$ cat config.mk
export PLATFORM = sky130hd
export DESIGN_NAME = sd_axil_regs
export DESIGN_NICKNAME = d
export VERILOG_FILES = /design/src/hw/sd_pkg.sv /design/src/hw/sd_axil_regs.sv
export SDC_FILE = /design/constraint.sdc
export NUM_CORES = 1
export LEC_CHECK = 0
export CORE_AREA = 2 2 86 88
export CTS_CLUSTER_DIAMETER = 60
export CTS_CLUSTER_SIZE = 8
export DETAILED_ROUTE_END_ITERATION = 8
export DIE_AREA = 0 0 88 90
export DONT_BUFFER_PORTS = 1
export GPL_TIMING_DRIVEN = 1
export PLACE_DENSITY = 0.47
export SLEW_MARGIN = 20
export SYNTH_ARGS = -nofsm -noshare
export SYNTH_HDL_FRONTEND = slang
export SYNTH_SLANG_ARGS = --single-unit
$ cat constraint.sdc
create_clock -name sck -period 2.2 [get_ports sck]
set_clock_uncertainty 0.15 [all_clocks]
set_input_delay 0.33 -clock sck [delete_from_list [all_inputs] [get_ports sck]]
set_output_delay 0.33 -clock sck [all_outputs]
set_load 0.02 [all_outputs]
$ cat src/hw/sd_pkg.sv
package sd_pkg;

  // block store geometry.
  localparam int num_blocks = 4;
  localparam int block_words = 128;
  localparam int ram_aw = 9;
  localparam logic [11:0] status_addr = 12'h800;

  // command indexes.
  localparam logic [5:0] cmd0 = 6'd0;
  localparam logic [5:0] cmd8 = 6'd8;
  localparam logic [5:0] cmd17 = 6'd17;
  localparam logic [5:0] cmd41 = 6'd41;
  localparam logic [5:0] cmd55 = 6'd55;

  localparam logic [7:0] r1_idle = 8'h01;
  localparam logic [7:0] r1_illegal = 8'h04;
  localparam logic [7:0] r1_crc_err = 8'h08;
  localparam logic [7:0] tok_start = 8'hFE;
  localparam logic [7:0] tok_range_err = 8'h08;

  typedef struct packed {
    logic [5:0]  index;
    logic [31:0] arg;
    logic        crc_ok;
  } sd_cmd_t;

  typedef enum logic [1:0] {r1_only, r7_tail, data_block, error_token} resp_kind_t;

  typedef struct packed {
    resp_kind_t  kind;
    logic [7:0]  r1;
    logic [31:0] tail;
    logic [1:0]  block;
  } sd_resp_t;

  typedef struct packed {
    logic        awvalid;
    logic [11:0] awaddr;
    logic        wvalid;
    logic [31:0] wdata;
    logic [3:0]  wstrb;
    logic        bready;
    logic        arvalid;
    logic [11:0] araddr;
    logic        rready;
  } axil_req_t;

  typedef struct packed {
    logic        awready;
    logic        wready;
    logic        bvalid;
    logic [1:0]  bresp;
    logic        arready;
    logic        rvalid;
    logic [31:0] rdata;
    logic [1:0]  rresp;
  } axil_rsp_t;

  // x^7 + x^3 + 1 over the first 40 bits of a command.
  function automatic logic [6:0] crc7_calc(input logic [39:0] data);
    logic [6:0] crc;
    logic fb;
    crc = '0;
    for (int i = 39; i >= 0; i--) begin
      fb = crc[6] ^ data[i];
      crc = {crc[5:0], 1'b0} ^ (fb ? 7'h09 : 7'h00);
    end
    return crc;
  endfunction

  // x^16 + x^12 + x^5 + 1, one bit per call.
  function automatic logic [15:0] crc16_step(input logic [15:0] crc, input logic din);
    logic fb;
    fb = crc[15] ^ din;
    return {crc[14:0], 1'b0} ^ (fb ? 16'h1021 : 16'h0000);
  endfunction

endpackage

$ cat src/hw/sd_axil_regs.sv
`timescale 1ns/1ps

module sd_axil_regs (
  input  logic                      sck,
  input  logic                      rst,
  input  sd_pkg::axil_req_t         req,
  input  logic                      card_ready,
  input  logic [7:0]                crc_err_count,
  input  logic [15:0]               read_count,
  output sd_pkg::axil_rsp_t         rsp,
  output logic                      ram_wr_en,
  output logic [sd_pkg::ram_aw-1:0] ram_wr_addr,
  output logic [31:0]               ram_wr_data,
  output logic [3:0]                ram_wr_strb,
  output logic [sd_pkg::ram_aw-1:0] ram_rd_addr,
  input  logic [31:0]               ram_rd_data
);
  import sd_pkg::*;

  logic        bvalid_q;
  logic        rpend_q;
  logic        rvalid_q;
  logic        rd_ram_q;
  logic        rd_status_q;
  logic [31:0] rdata_q;
  logic [31:0] status_word;
  logic        wr_fire;
  logic        rd_fire;

  assign status_word = {read_count, crc_err_count, 7'd0, card_ready};

  // AW and W are taken together, one write at a time.
  assign wr_fire = req.awvalid && req.wvalid && !bvalid_q;
  assign rd_fire = req.arvalid && !rpend_q && !rvalid_q;

  assign ram_wr_en = wr_fire && (req.awaddr < status_addr);
  assign ram_wr_addr = req.awaddr[10:2];
  assign ram_wr_data = req.wdata;
  assign ram_wr_strb = req.wstrb;
  assign ram_rd_addr = req.araddr[10:2];

  always_comb begin
    rsp.awready = wr_fire;
    rsp.wready = wr_fire;
    rsp.bvalid = bvalid_q;
    rsp.bresp = 2'b00;
    rsp.arready = rd_fire;
    rsp.rvalid = rvalid_q;
    rsp.rdata = rdata_q;
    rsp.rresp = 2'b00;
  end

  always_ff @(posedge sck) begin
    if (rst) begin
      bvalid_q <= 1'b0;
      rpend_q <= 1'b0;
      rvalid_q <= 1'b0;
    end else begin
      if (wr_fire) begin
        bvalid_q <= 1'b1;
      end else if (req.bready) begin
        bvalid_q <= 1'b0;
      end
      // one cycle for the store to answer.
      rpend_q <= rd_fire;
      if (rpend_q) begin
        rvalid_q <= 1'b1;
      end else if (req.rready) begin
        rvalid_q <= 1'b0;
      end
    end
  end

  always_ff @(posedge sck) begin
    if (rd_fire) begin
      rd_ram_q <= (req.araddr < status_addr);
      rd_status_q <= (req.araddr == status_addr);
    end
    if (rpend_q) begin
      rdata_q <= rd_ram_q ? ram_rd_data : (rd_status_q ? status_word : 32'd0);
    end
  end

  assert property (@(posedge sck) disable iff (rst) bvalid_q && !req.bready |=> bvalid_q);

endmodule

Yosys cells after proc, flatten, opt, wreduce, memory -nomap -nowiden
Cells that the tools add are included.
Cells by class
  muxes and demuxes: 6
  eq/ne operators: 1
  $lt $le $gt $ge: 2
  reduce and logical (&&, ||, !) cells: 10
Operators with widths (number)
  2-to-1 mux 32 bit: 2
  less-than comparator 12 bit, second input constant: 2
  == test 12 bit, second input constant: 1
  logical AND 1 bit: 5
  2-to-1 mux 1 bit: 4
  nonzero test 2 bit: 2
  logical NOT 1 bit: 3
Word-level totals
  bits in registers: 37
  output and inout bits: 96
  logic and storage cells: 25

Longest topological paths before layout
Gate-level depths: netlist (run 1).
  word-level depth: 3
  depth in mapped cells: 5
  depth with buffers taken out: 2

Worst setup path before layout (run 1)
OpenSTA, ideal clock, no wires.
  path kind: register to output
  start point: register rpend_q
  end point: output port rsp[35] in the netlist's numbering
  setup slack: 0.293 ns
  cell stages (with the launch flop): 3
  data required time: 1.720 ns
  data arrival time: 1.427 ns
  cell sequence: dfxtp_1 nor3b_1 buf_4
On the way
  cells in the longest elaborated chain, start to end: 3
Ends and longest elaborated chain
  start: declaration: RTL line sd_axil_regs.sv:21  | logic rpend_q;
  start signal: assignment: RTL line sd_axil_regs.sv:65  | rpend_q <= rd_fire;
  logical NOT 1 bit: RTL line sd_axil_regs.sv:34  | assign rd_fire = req.arvalid && !rpend_q && !rvalid_q;
  logical AND 1 bit (2 in a row): RTL line sd_axil_regs.sv:34
  end: declaration: RTL line sd_axil_regs.sv:10  | output sd_pkg::axil_rsp_t rsp,
Every way passes these cells.

Worst setup path in the final report (run 1)
  start point: register bvalid_q
  end point: output port ram_wr_en
On the way
  cells in the longest elaborated chain, start to end: 3
Ends and longest elaborated chain
  start: declaration: RTL line sd_axil_regs.sv:20  | logic bvalid_q;
  start signal: assignment: RTL line sd_axil_regs.sv:55  | bvalid_q <= 1'b0;
  start signal: assignment: RTL line sd_axil_regs.sv:60  | bvalid_q <= 1'b1;
  start signal: assignment: RTL line sd_axil_regs.sv:62  | bvalid_q <= 1'b0;
  logical NOT 1 bit: RTL line sd_axil_regs.sv:33  | assign wr_fire = req.awvalid && req.wvalid && !bvalid_q;
  logical AND 1 bit: RTL line sd_axil_regs.sv:33
  logical AND 1 bit: RTL line sd_axil_regs.sv:36  | assign ram_wr_en = wr_fire && (req.awaddr < status_addr);
  end: declaration: RTL line sd_axil_regs.sv:11  | output logic ram_wr_en,
Every way passes these cells.

==> results of run 1 <==
power groups by stage:
stage	combinational, W	clock (W)	sequential [W]
2_1_floorplan	0.000240	0	0.000886
3_3_place_gp	0.000106	0	0.000887
3_5_place_dp	0.000110	0	0.000887
4_1_cts	0.000113	0.000451	0.000871
5_1_grt	0.000122	0.000475	0.000873
6_report	0.000108	0.000431	0.000870
cells in the final DEF, fill, tap and decap left out, types with 2 or more instances in the layout:
master	netlist	routed
nand2_1	2	2
clkbuf_8	0	5
edfxtp_1	34	34
buf_4	63	3
inv_1	3	3
nand2b_1	2	2
dfxtp_1	3	2
a22o_1	24	24
and2_1	7	7
conb_1	1	4
nor4_1	2	2
a21oi_1	2	2
area by class of cell:
type	count	area (um2)	area share, %
multi-input combinational	51	370	21.5
timing repair buffer	5	52.6	3.06
clock buffer	6	72.6	4.22
antenna	1	2.50	0.146
inverter	3	11.3	0.655
tap	99	124	7.21
clock inverter	1	3.75	0.218
sequential	37	1080	63.0
synthesized netlist by cell type (all sizes together) (2+ instances only):
library cell	instances	area [um2]
and2	7	43.8
nor2b	2	20.0
nor4	2	12.5
nand2	2	7.51
buf	70	533
inv	3	11.3
edfxtp	34	1020
a22o	24	210
nand2b	2	12.5
a21oi	2	10.0
dfxtp	3	60.1
critical path, cell delays in order (launching register included):
cell      delay (ps)
dfxtp_1          390
nand3b_1         230
nor2_1           360
routing by layer:
layer	track usage, %	routed length (um)	share of wire (%)	vias to the layer above
li1	-	-	-	383
met1	8.30	1360	31	442
met2	17.8	2300	52	91
met3	6.34	587	13	18
met4	6.15	144	3.3	0
met5	0	0	0	-
logic make-up (layout without fill, tap and decap cells):
logic type	after synthesis	count (layout)	synth area share, %
AO/OA/AOI/OAI	27	27	11.3
buffers and inverters	73	15	27.4
flip-flops	37	37	54.5
other	1	5	0.189
AND/OR/NAND/NOR	20	20	6.56
timing repair:
action	4_1_cts	5_1_grt
endpoints found under the hold margin	3	0
hold buffers	1	0
endpoints found under the setup margin	0	0
setup buffers	0	0
sequential cells by signal, summed over array words and instances, names as in the netlist:
register / cells
rpend_q: 1
rd_status_q: 1
bvalid_q: 1
rdata_q: 32
rvalid_q: 1
rd_ram_q: 1
stage by stage:
stage	total power, W	hold slack (ps)
after detailed placement	0.000997	248
after global routing	0.00147	12.5
after global placement	0.000993	247
after floorplan	0.00113	249
after CTS	0.00144	14.5
final	0.00141	29.1
worst paths after layout:
path	start	endpoint	slack, ps	cells after the start
worst max-delay path	bvalid_q$_SDFFE_PP0P_	ram_wr_en	460	2
worst min-delay path	req[12]	rd_ram_q$_DFFE_PP_	30	1
worst min register to register	bvalid_q$_SDFFE_PP0P_	bvalid_q$_SDFFE_PP0P_	450	2
worst max register to register	rd_ram_q$_DFFE_PP_	rdata_q[17]$_DFFE_PP_	840	2
==> flow_summary_export.csv, run 1 <==
group,metric,value,unit
run_status,outcome,"finished clean",
pwr,seqPwrFrac,61.8,%
worst_setup_path,required,1720,ps
synthesis,netlist_instances,158,
worst_setup_path,crit_path_start_kind,"flop",
pwr,p_sw,0.000334,W
global_route,grt_max_degree,34,
run,drv_cap,0,
layout,utilization,24.5,%
cts,cts_made_buffers,5,
pwr,p_leak,0.579,nW
layout,area_growth,-13.4,%
synthesis,yosysUniqueCellTypes,21,
drt,drc_errors,0,
sta,period_needed,1740,ps
cts,clock_sinks,37,
pwr,power_per_cell_area,820,nW/um2
drt,routedWlPerCell,21.7,um
sta,layout_setup_ws,462,ps
placement,io_buffer_count,0,
floorplanning,die_h,90,um
worst_setup_path,arrival,1260,ps
sta,grt_setup_unrepaired,"no",
pwr,pwr-share-clk,30.6,%
global_route,antenna_found_initial,1,
sta,fmaxAchievable,0.575,GHz
drt,first_pass_iters,4,
worst_setup_path,path_class,"reg2out",
synthesis,synth_edf_count,34,
global_route,grt_pass1_wl,5.91,mm
layout,instances_no_fill,203,
placement,place_area,1630,um2
floorplanning,num_rows,31,
layout,final_net_count,227,
synthesis,ys.flop_type,"edfxtp_1",
layout,postLayoutCellArea,1720,um2
pwr,combPwrFrac,7.7,%
cts,clockBufferDepth,2,
sta,finalCritPeriodShare,79.0,%
cts,cts_tree,"yes",
sta,setup_tns,0,ps
global_route,overflow,0,
floorplanning,coreArea,7020,um2
pwr,switching_share,23.7,%
global_route,grt_usage,10.2,%
synthesis,yosysWarnings,0,
placement,finalWeightedCongestion,0.739,
layout,drive_above_1_share,10.7,%
drt,drt-total-wl,4.40,mm
sta,hold_violations,0,
floorplanning,start_util,28.3,%
floorplanning,die-area,7920,um2
cts,clkTransAtPathRegs,70,ps
cts,worstSkewPairLatency,280,ps
synthesis,synth_area,1980,um2
cts,h-tree-depth,2,
pwr,p_int,0.00108,W
drt,drt-initial-drc-count,29,
floorplanning,pin_count,220,
placement,dp_hpwl,3.47,mm
drt,via_per_inst,4.60,
min_path,hold_path.class,"in2reg",
worst_setup_path,path_max_fanout,3,
drt,antenna_left,0,
sta,setup_viol,0,
floorplanning,fp.dieW,88,um
worst_setup_path,worst_setup_path_end_kind,"output port",
cts,cts_resized,0,
synthesis,async_flop_share,0,%
cts,root_buffer,"clkbuf_8",
pwr,vdd_ir_drop_max,0.191,mV
placement,dpl_worst_slack,755,ps
placement,dp.cells,194,
sta,drv_slew,0,
layout,nFillCells,725,
drt,vias,934,
synthesis,yosysSeqAreaShare,54.5,%
synthesis,synth-seq-cells,37,
synthesis,avgSynthCellArea,12.6,um2
global_route,grt_pass1_vias,992,
(Power assumes the default switching activity.)
==> inputs of run 2 (changes only) <==
==> constraint.sdc (replaced) <==
create_clock -name sck -period 1.6 [get_ports sck]
set_clock_uncertainty 0.15 [all_clocks]
set_input_delay 0.24 -clock sck [delete_from_list [all_inputs] [get_ports sck]]
set_output_delay 0.24 -clock sck [all_outputs]
set_load 0.02 [all_outputs]
==> run 2 against run 1 <==
  * Global-route usage up 2.0 points
  * Via count is 8.6% higher
  * Flip-flop and latch count is the same
  * Final cell count is 9.9% higher
  * Clock power is 120% higher
  * Sequential share of layout area down 7.7 points
  * Critical path type unchanged
==> flow_summary_export.csv, run 2 (same netlist as run 1, synthesis figures left out) <==
group,metric,value,unit
sta,layout_setup_ws,6.80,ps
sta,drv_slew,0,
sta,hold_violations,0,
worst_setup_path,path_max_fanout,3,
worst_setup_path,timing.rr.end,"bvalid_q$_SDFFE_PP0P_",
placement,finalWeightedCongestion,0.780,
global_route,grt_usage,12.2,%
global_route,grt_pass1_vias,1095,
worst_setup_path,path_class,"reg2out",
layout,mostFrequentLayoutCells,"edfxtp_1 (34), a22o_1 (24), dlygate4sd3_1 (17)",
cts,cts_tree,"yes",
sta,setup_viol,0,
drt,drc_errors,0,
worst_setup_path,critPathMaxStageDelay,380,ps
pwr,design_power_total,0.00235,W
placement,io_buffer_count,0,
layout,area_growth,-0.757,%
drt,drt-total-wl,4.90,mm
drt,antenna_left,0,
min_path,hold_path.class,"in2reg",
worst_setup_path,worstPathCellList,"nand3b_1, inv_1",
cts,post_cts.repair.setup_buffers,0,
placement,dp_hpwl,3.87,mm
layout,largest_register_ffs,32,
pwr,power_per_cell_area,1190,nW/um2
drt,via_per_inst,4.55,
sta,grt_setup_unrepaired,"yes",
worst_setup_path,required,1210,ps
sta,hold_slack,12.5,ps
worst_setup_path,endpoint,"rsp[40]",
run,drv_cap,0,
cts,clockBufferDepth,2,
sta,fmaxAchievable,0.628,GHz
worst_setup_path,reg2reg_from,"bvalid_q$_SDFFE_PP0P_",
floorplanning,die-area,7920,um2
worst_setup_path,crit_path_start_kind,"flop",
worst_setup_path,crit_start,"bvalid_q$_SDFFE_PP0P_",
global_route,grt_pass1_wl,7.04,mm
floorplanning,die_h,90,um
cts,h-tree-depth,2,
worst_setup_path,ff2ff_setup_slack,100,ps
layout,layout_commonest_cell,"edfxtp_1",
cts,worstSkewPairLatency,280,ps
floorplanning,coreArea,7020,um2
worst_setup_path,worst_setup_path_end_kind,"output port",
placement,dpl_worst_slack,233,ps
drt,drt-initial-drc-count,17,
floorplanning,start_util,28.3,%
worst_setup_path,crit_slowest_cell,"dfxtp_4",
worst_setup_path,reg2reg_depth,3,
cts,clock_sinks,37,
layout,postLayoutCellArea,1970,um2
worst_setup_path,arrival,1200,ps
floorplanning,fp.dieW,88,um
drt,routedWlPerCell,22.0,um
global_route,overflow,0,
floorplanning,num_rows,31,
placement,place_area,1650,um2
floorplanning,pin_count,220,
layout,final_net_count,246,
run_status,outcome,"finished clean",
sta,finalCritPeriodShare,99.6,%
global_route,grt_max_degree,34,
sta,period_needed,1590,ps
pwr,p_leak,0.696,nW
drt,first_pass_iters,4,
cts,cts_made_buffers,5,
cts,root_buffer,"clkbuf_8",
drt,vias,1014,
cts,clkTransAtPathRegs,70,ps
pwr,vdd_ir_drop_max,0.306,mV
layout,utilization,28.1,%
layout,top_register,"rdata_q",
layout,drive_above_1_share,16.3,%
global_route,antenna_found_initial,1,
run 2: cell types whose count changed in the layout (fill, tap and decap cells not counted), sizes merged:
cell,previous run,this run
clkbuf,6,5
bufinv,0,2
dlygate4sd3,1,17
buf,4,7
run 2: final cells by class:
cell class                      count  area [um2]
Antenna cell                        1        2.50
Timing Repair Buffer               24         235
Tap cell                           99         124
Multi-Input combinational cell     51         375
Inverter                            3        11.3
Fill cell                         721        5050
Clock buffer                        5        68.8
Clock inverter                      3        65.1
Sequential cell                    37        1090
run 2: where the power goes:
part	switching [W]	total [W]	internal [W]
Clock	0.000337	0.000957	0.000619
Combinational	0.0000956	0.000191	0.0000957
Sequential	0.0000763	0.00120	0.00112
run 2: worst min-delay path by stage:
stage / startpoint / to / slack, ps / cells after the start
after floorplan: rst / rpend_q$_SDFF_PP0_ / 150 / 1
after global placement: rst / rpend_q$_SDFF_PP0_ / 160 / 1
after detailed placement: rst / rpend_q$_SDFF_PP0_ / 160 / 1
after CTS: read_count[14] / rdata_q[30]$_DFFE_PP_ / 0.7 / 1
after global routing: read_count[4] / rdata_q[20]$_DFFE_PP_ / 0.4 / 1
final: crc_err_count[5] / rdata_q[13]$_DFFE_PP_ / 10 / 1
run 2: layer usage:
layer	vias to the layer above	wire length, um	track usage [%]
met5	-	0	0
met4	0	172	6.54
met3	16	562	6.06
met2	109	2540	20.2
met1	467	1620	12.4
li1	422	-	-
run 2: repair_timing:
action / in CTS / in global routing
hold buffers: 16 / 1
resized for setup: 2 / 2
hold endpoints to repair: 16 / 1
pin swaps: 0 / 0
setup endpoints to repair: 4 / 4
run 2: through the flow:
step / std cells / TNS, ps
5_1_grt: 223 / -73.4
2_1_floorplan: 161 / 0
4_1_cts: 221 / -0.551
3_3_place_gp: 197 / 0
3_5_place_dp: 197 / 0
6_report: 223 / 0
run 2: worst max-delay path: cells and delay by family (launching register included):
kind,cells,cell delay (ps)
and+or+nand+nor,1,220
DFF,1,380
buffers and inverters,1,320
==> inputs of run 3 (changes only) <==
--- a/config.mk
+++ b/config.mk
@@ -12,7 +12,8 @@
 export DIE_AREA = 0 0 88 90
 export DONT_BUFFER_PORTS = 1
 export GPL_TIMING_DRIVEN = 1
-export PLACE_DENSITY = 0.47
+export HOLD_SLACK_MARGIN = 0.12
+export PLACE_DENSITY = 0.44
 export SLEW_MARGIN = 20
 export SYNTH_ARGS = -nofsm -noshare
 export SYNTH_HDL_FRONTEND = slang
==> run 3 against run 2 <==
  * Global-route usage up 0.56 points
  * Via count up 16%
  * Sequential share of layout area down 9.2 points
  * Combinational power up 48%
  * First-iteration DRC count up 59%
  * Hold slack better by 130 ps
  * Flip-flop and latch count unchanged
  * Clock-buffer cell count up 1
  * Maximum frequency up 1.4%
  * Non-clock buffer count up 44
  * Clock power down 39%
  * Setup slack better by 22 ps
==> flow_summary_export.csv, run 3 (same netlist as run 1, synthesis figures left out) <==
group,metric,value,unit
cts,post_cts.repair.setup_buffers,0,
cts,cts_made_buffers,5,
cts,clock_sinks,37,
layout,area_growth,18.7,%
worst_setup_path,reg2reg_from,"bvalid_q$_SDFFE_PP0P_",
worst_setup_path,worstPathCellList,"dlygate4sd3_1, nand2b_1, a21oi_2, dlygate4sd3_1",
cts,cts_tree,"yes",
floorplanning,num_rows,31,
global_route,antenna_found_initial,0,
global_route,grt_max_degree,34,
worst_setup_path,crit_top_cell,"dlygate4sd3_1",
drt,routedWlPerCell,20.5,um
pwr,combPwrFrac,13.7,%
sta,layout_setup_ws,28.5,ps
sta,setup_tns,0,ps
worst_setup_path,crit_path_start_kind,"primary input",
layout,largest_register_ffs,32,
global_route,grt_usage,12.8,%
min_path,hold_path.class,"in2reg",
layout,mostFrequentLayoutCells,"dlygate4sd3_1 (62), edfxtp_1 (34), a22o_1 (24)",
worst_setup_path,arrival,1630,ps
layout,utilization,33.5,%
floorplanning,start_util,28.3,%
layout,final_net_count,290,
worst_setup_path,required,1660,ps
floorplanning,pin_count,220,
floorplanning,die-area,7920,um2
cts,clkTransAtPathRegs,70,ps
worst_setup_path,path_max_fanout,1,
pwr,pwr-share-clk,28.2,%
worst_setup_path,reg2reg_depth,3,
cts,root_buffer,"clkbuf_8",
sta,fmaxAchievable,0.636,GHz
cts,h-tree-depth,2,
layout,drive_above_1_share,10.8,%
run,drv_cap,0,
pwr,vdd_ir_drop_max,0.270,mV
floorplanning,fp.dieW,88,um
layout,nFillCells,673,
worst_setup_path,crit_slowest_cell,"dlygate4sd3_1",
drt,vias,1181,
floorplanning,die_h,90,um
run_status,outcome,"finished clean",
global_route,grt_pass1_wl,7.27,mm
min_path,hp-start,"req[1]",
global_route,overflow,0,
sta,hold_violations,0,
worst_setup_path,critPathMaxStageDelay,560,ps
placement,finalWeightedCongestion,0.634,
pwr,p_leak,0.847,nW
placement,dp_hpwl,3.82,mm
worst_setup_path,worst_setup_path_end_kind,"flop",
placement,io_buffer_count,0,
pwr,seqPwrFrac,58.1,%
sta,drv_slew,0,
pwr,switching_share,23.2,%
sta,period_needed,1570,ps
sta,finalCritPeriodShare,98.2,%
drt,drt-initial-drc-count,27,
cts,worstSkewPairLatency,270,ps
drt,drt-total-wl,5.43,mm
pwr,power_per_cell_area,875,nW/um2
worst_setup_path,crit_start,"req[14]",
sta,setup_viol,0,
global_route,grt_pass1_vias,1192,
drt,antenna_left,0,
drt,first_pass_iters,4,
placement,dpl_worst_slack,236,ps
sta,hold_slack,147,ps
cts,clockBufferDepth,2,
drt,via_per_inst,4.46,
floorplanning,coreArea,7020,um2
layout,top_register,"rdata_q",
layout,diodes,0,
pwr,p_int,0.00158,W
worst_setup_path,path_class,"in2reg",
pwr,p_sw,0.000478,W
drt,drc_errors,0,
layout,layout_commonest_cell,"dlygate4sd3_1",
min_path,hold_path_depth,2,
run 3: cell count changes in the layout (fill, tap and decap cells not counted), sizes merged:
cell	change
diode	-1
clkbuf	+1
buf	-1
dlygate4sd3	+45
bufinv	-2
run 3: final timing paths:
check | endpoint | slack, ps
min | rd_status_q$_DFFE_PP_ | 150
min reg2reg | rvalid_q$_SDFFE_PP0P_ | 490
max reg2reg | bvalid_q$_SDFFE_PP0P_ | 50
max | bvalid_q$_SDFFE_PP0P_ | 30
run 3: repair_timing:
item                                    4_1_cts  5_1_grt
endpoints found under the hold margin        36        0
hold buffers                                 62        0
gates resized for setup                       3        2
pin swaps                                     0        0
endpoints found under the setup margin        2        2
run 3: layout make-up:
| type | count | area, um2 | area share, % |
|---|---|---|---|
| clock buffer | 6 | 72.6 | 3.08 |
| clock inverter | 1 | 3.75 | 0.159 |
| inverter | 3 | 11.3 | 0.478 |
| multi-input combinational | 51 | 382 | 16.2 |
| sequential | 37 | 1080 | 46.0 |
| tap | 99 | 124 | 5.26 |
| timing repair buffer | 68 | 678 | 28.8 |
run 3: through the flow:
| step | std cells | power, W | cell area, um2 |
|---|---|---|---|
| floorplan | 161 | 0.00155 | 2000 |
| global placement | 196 | 0.00137 | 1650 |
| detailed placement | 196 | 0.00137 | 1650 |
| CTS | 265 | 0.00209 | 2350 |
| global route | 265 | 0.00215 | 2350 |
| finish | 265 | 0.00206 | 2350 |
run 3: critical path, delay by kind of cell:
family,cells,cell delay [ps]
AOI/OAI and AO/OA,1,140
and+or+nand+nor,1,160
buffers and inverters,2,1090
run 3: layer usage:
layer  part of all wire, %  up-vias  global-route usage (%)
li1                      -      507                       -
met1                    29      527                    10.1
met2                    54      131                    24.2
met3                    15       16                    7.53
met4                   2.1        0                    5.13
met5                     0        -                       0
run 3: power groups by stage:
stage                     clock (W)  combinational, W  sequential (W)
after floorplan                   0          0.000331         0.00122
after global placement            0          0.000148         0.00122
after detailed placement          0          0.000155         0.00122
after CTS                  0.000611          0.000281         0.00120
after global routing       0.000642          0.000306         0.00120
final                      0.000582          0.000282         0.00120
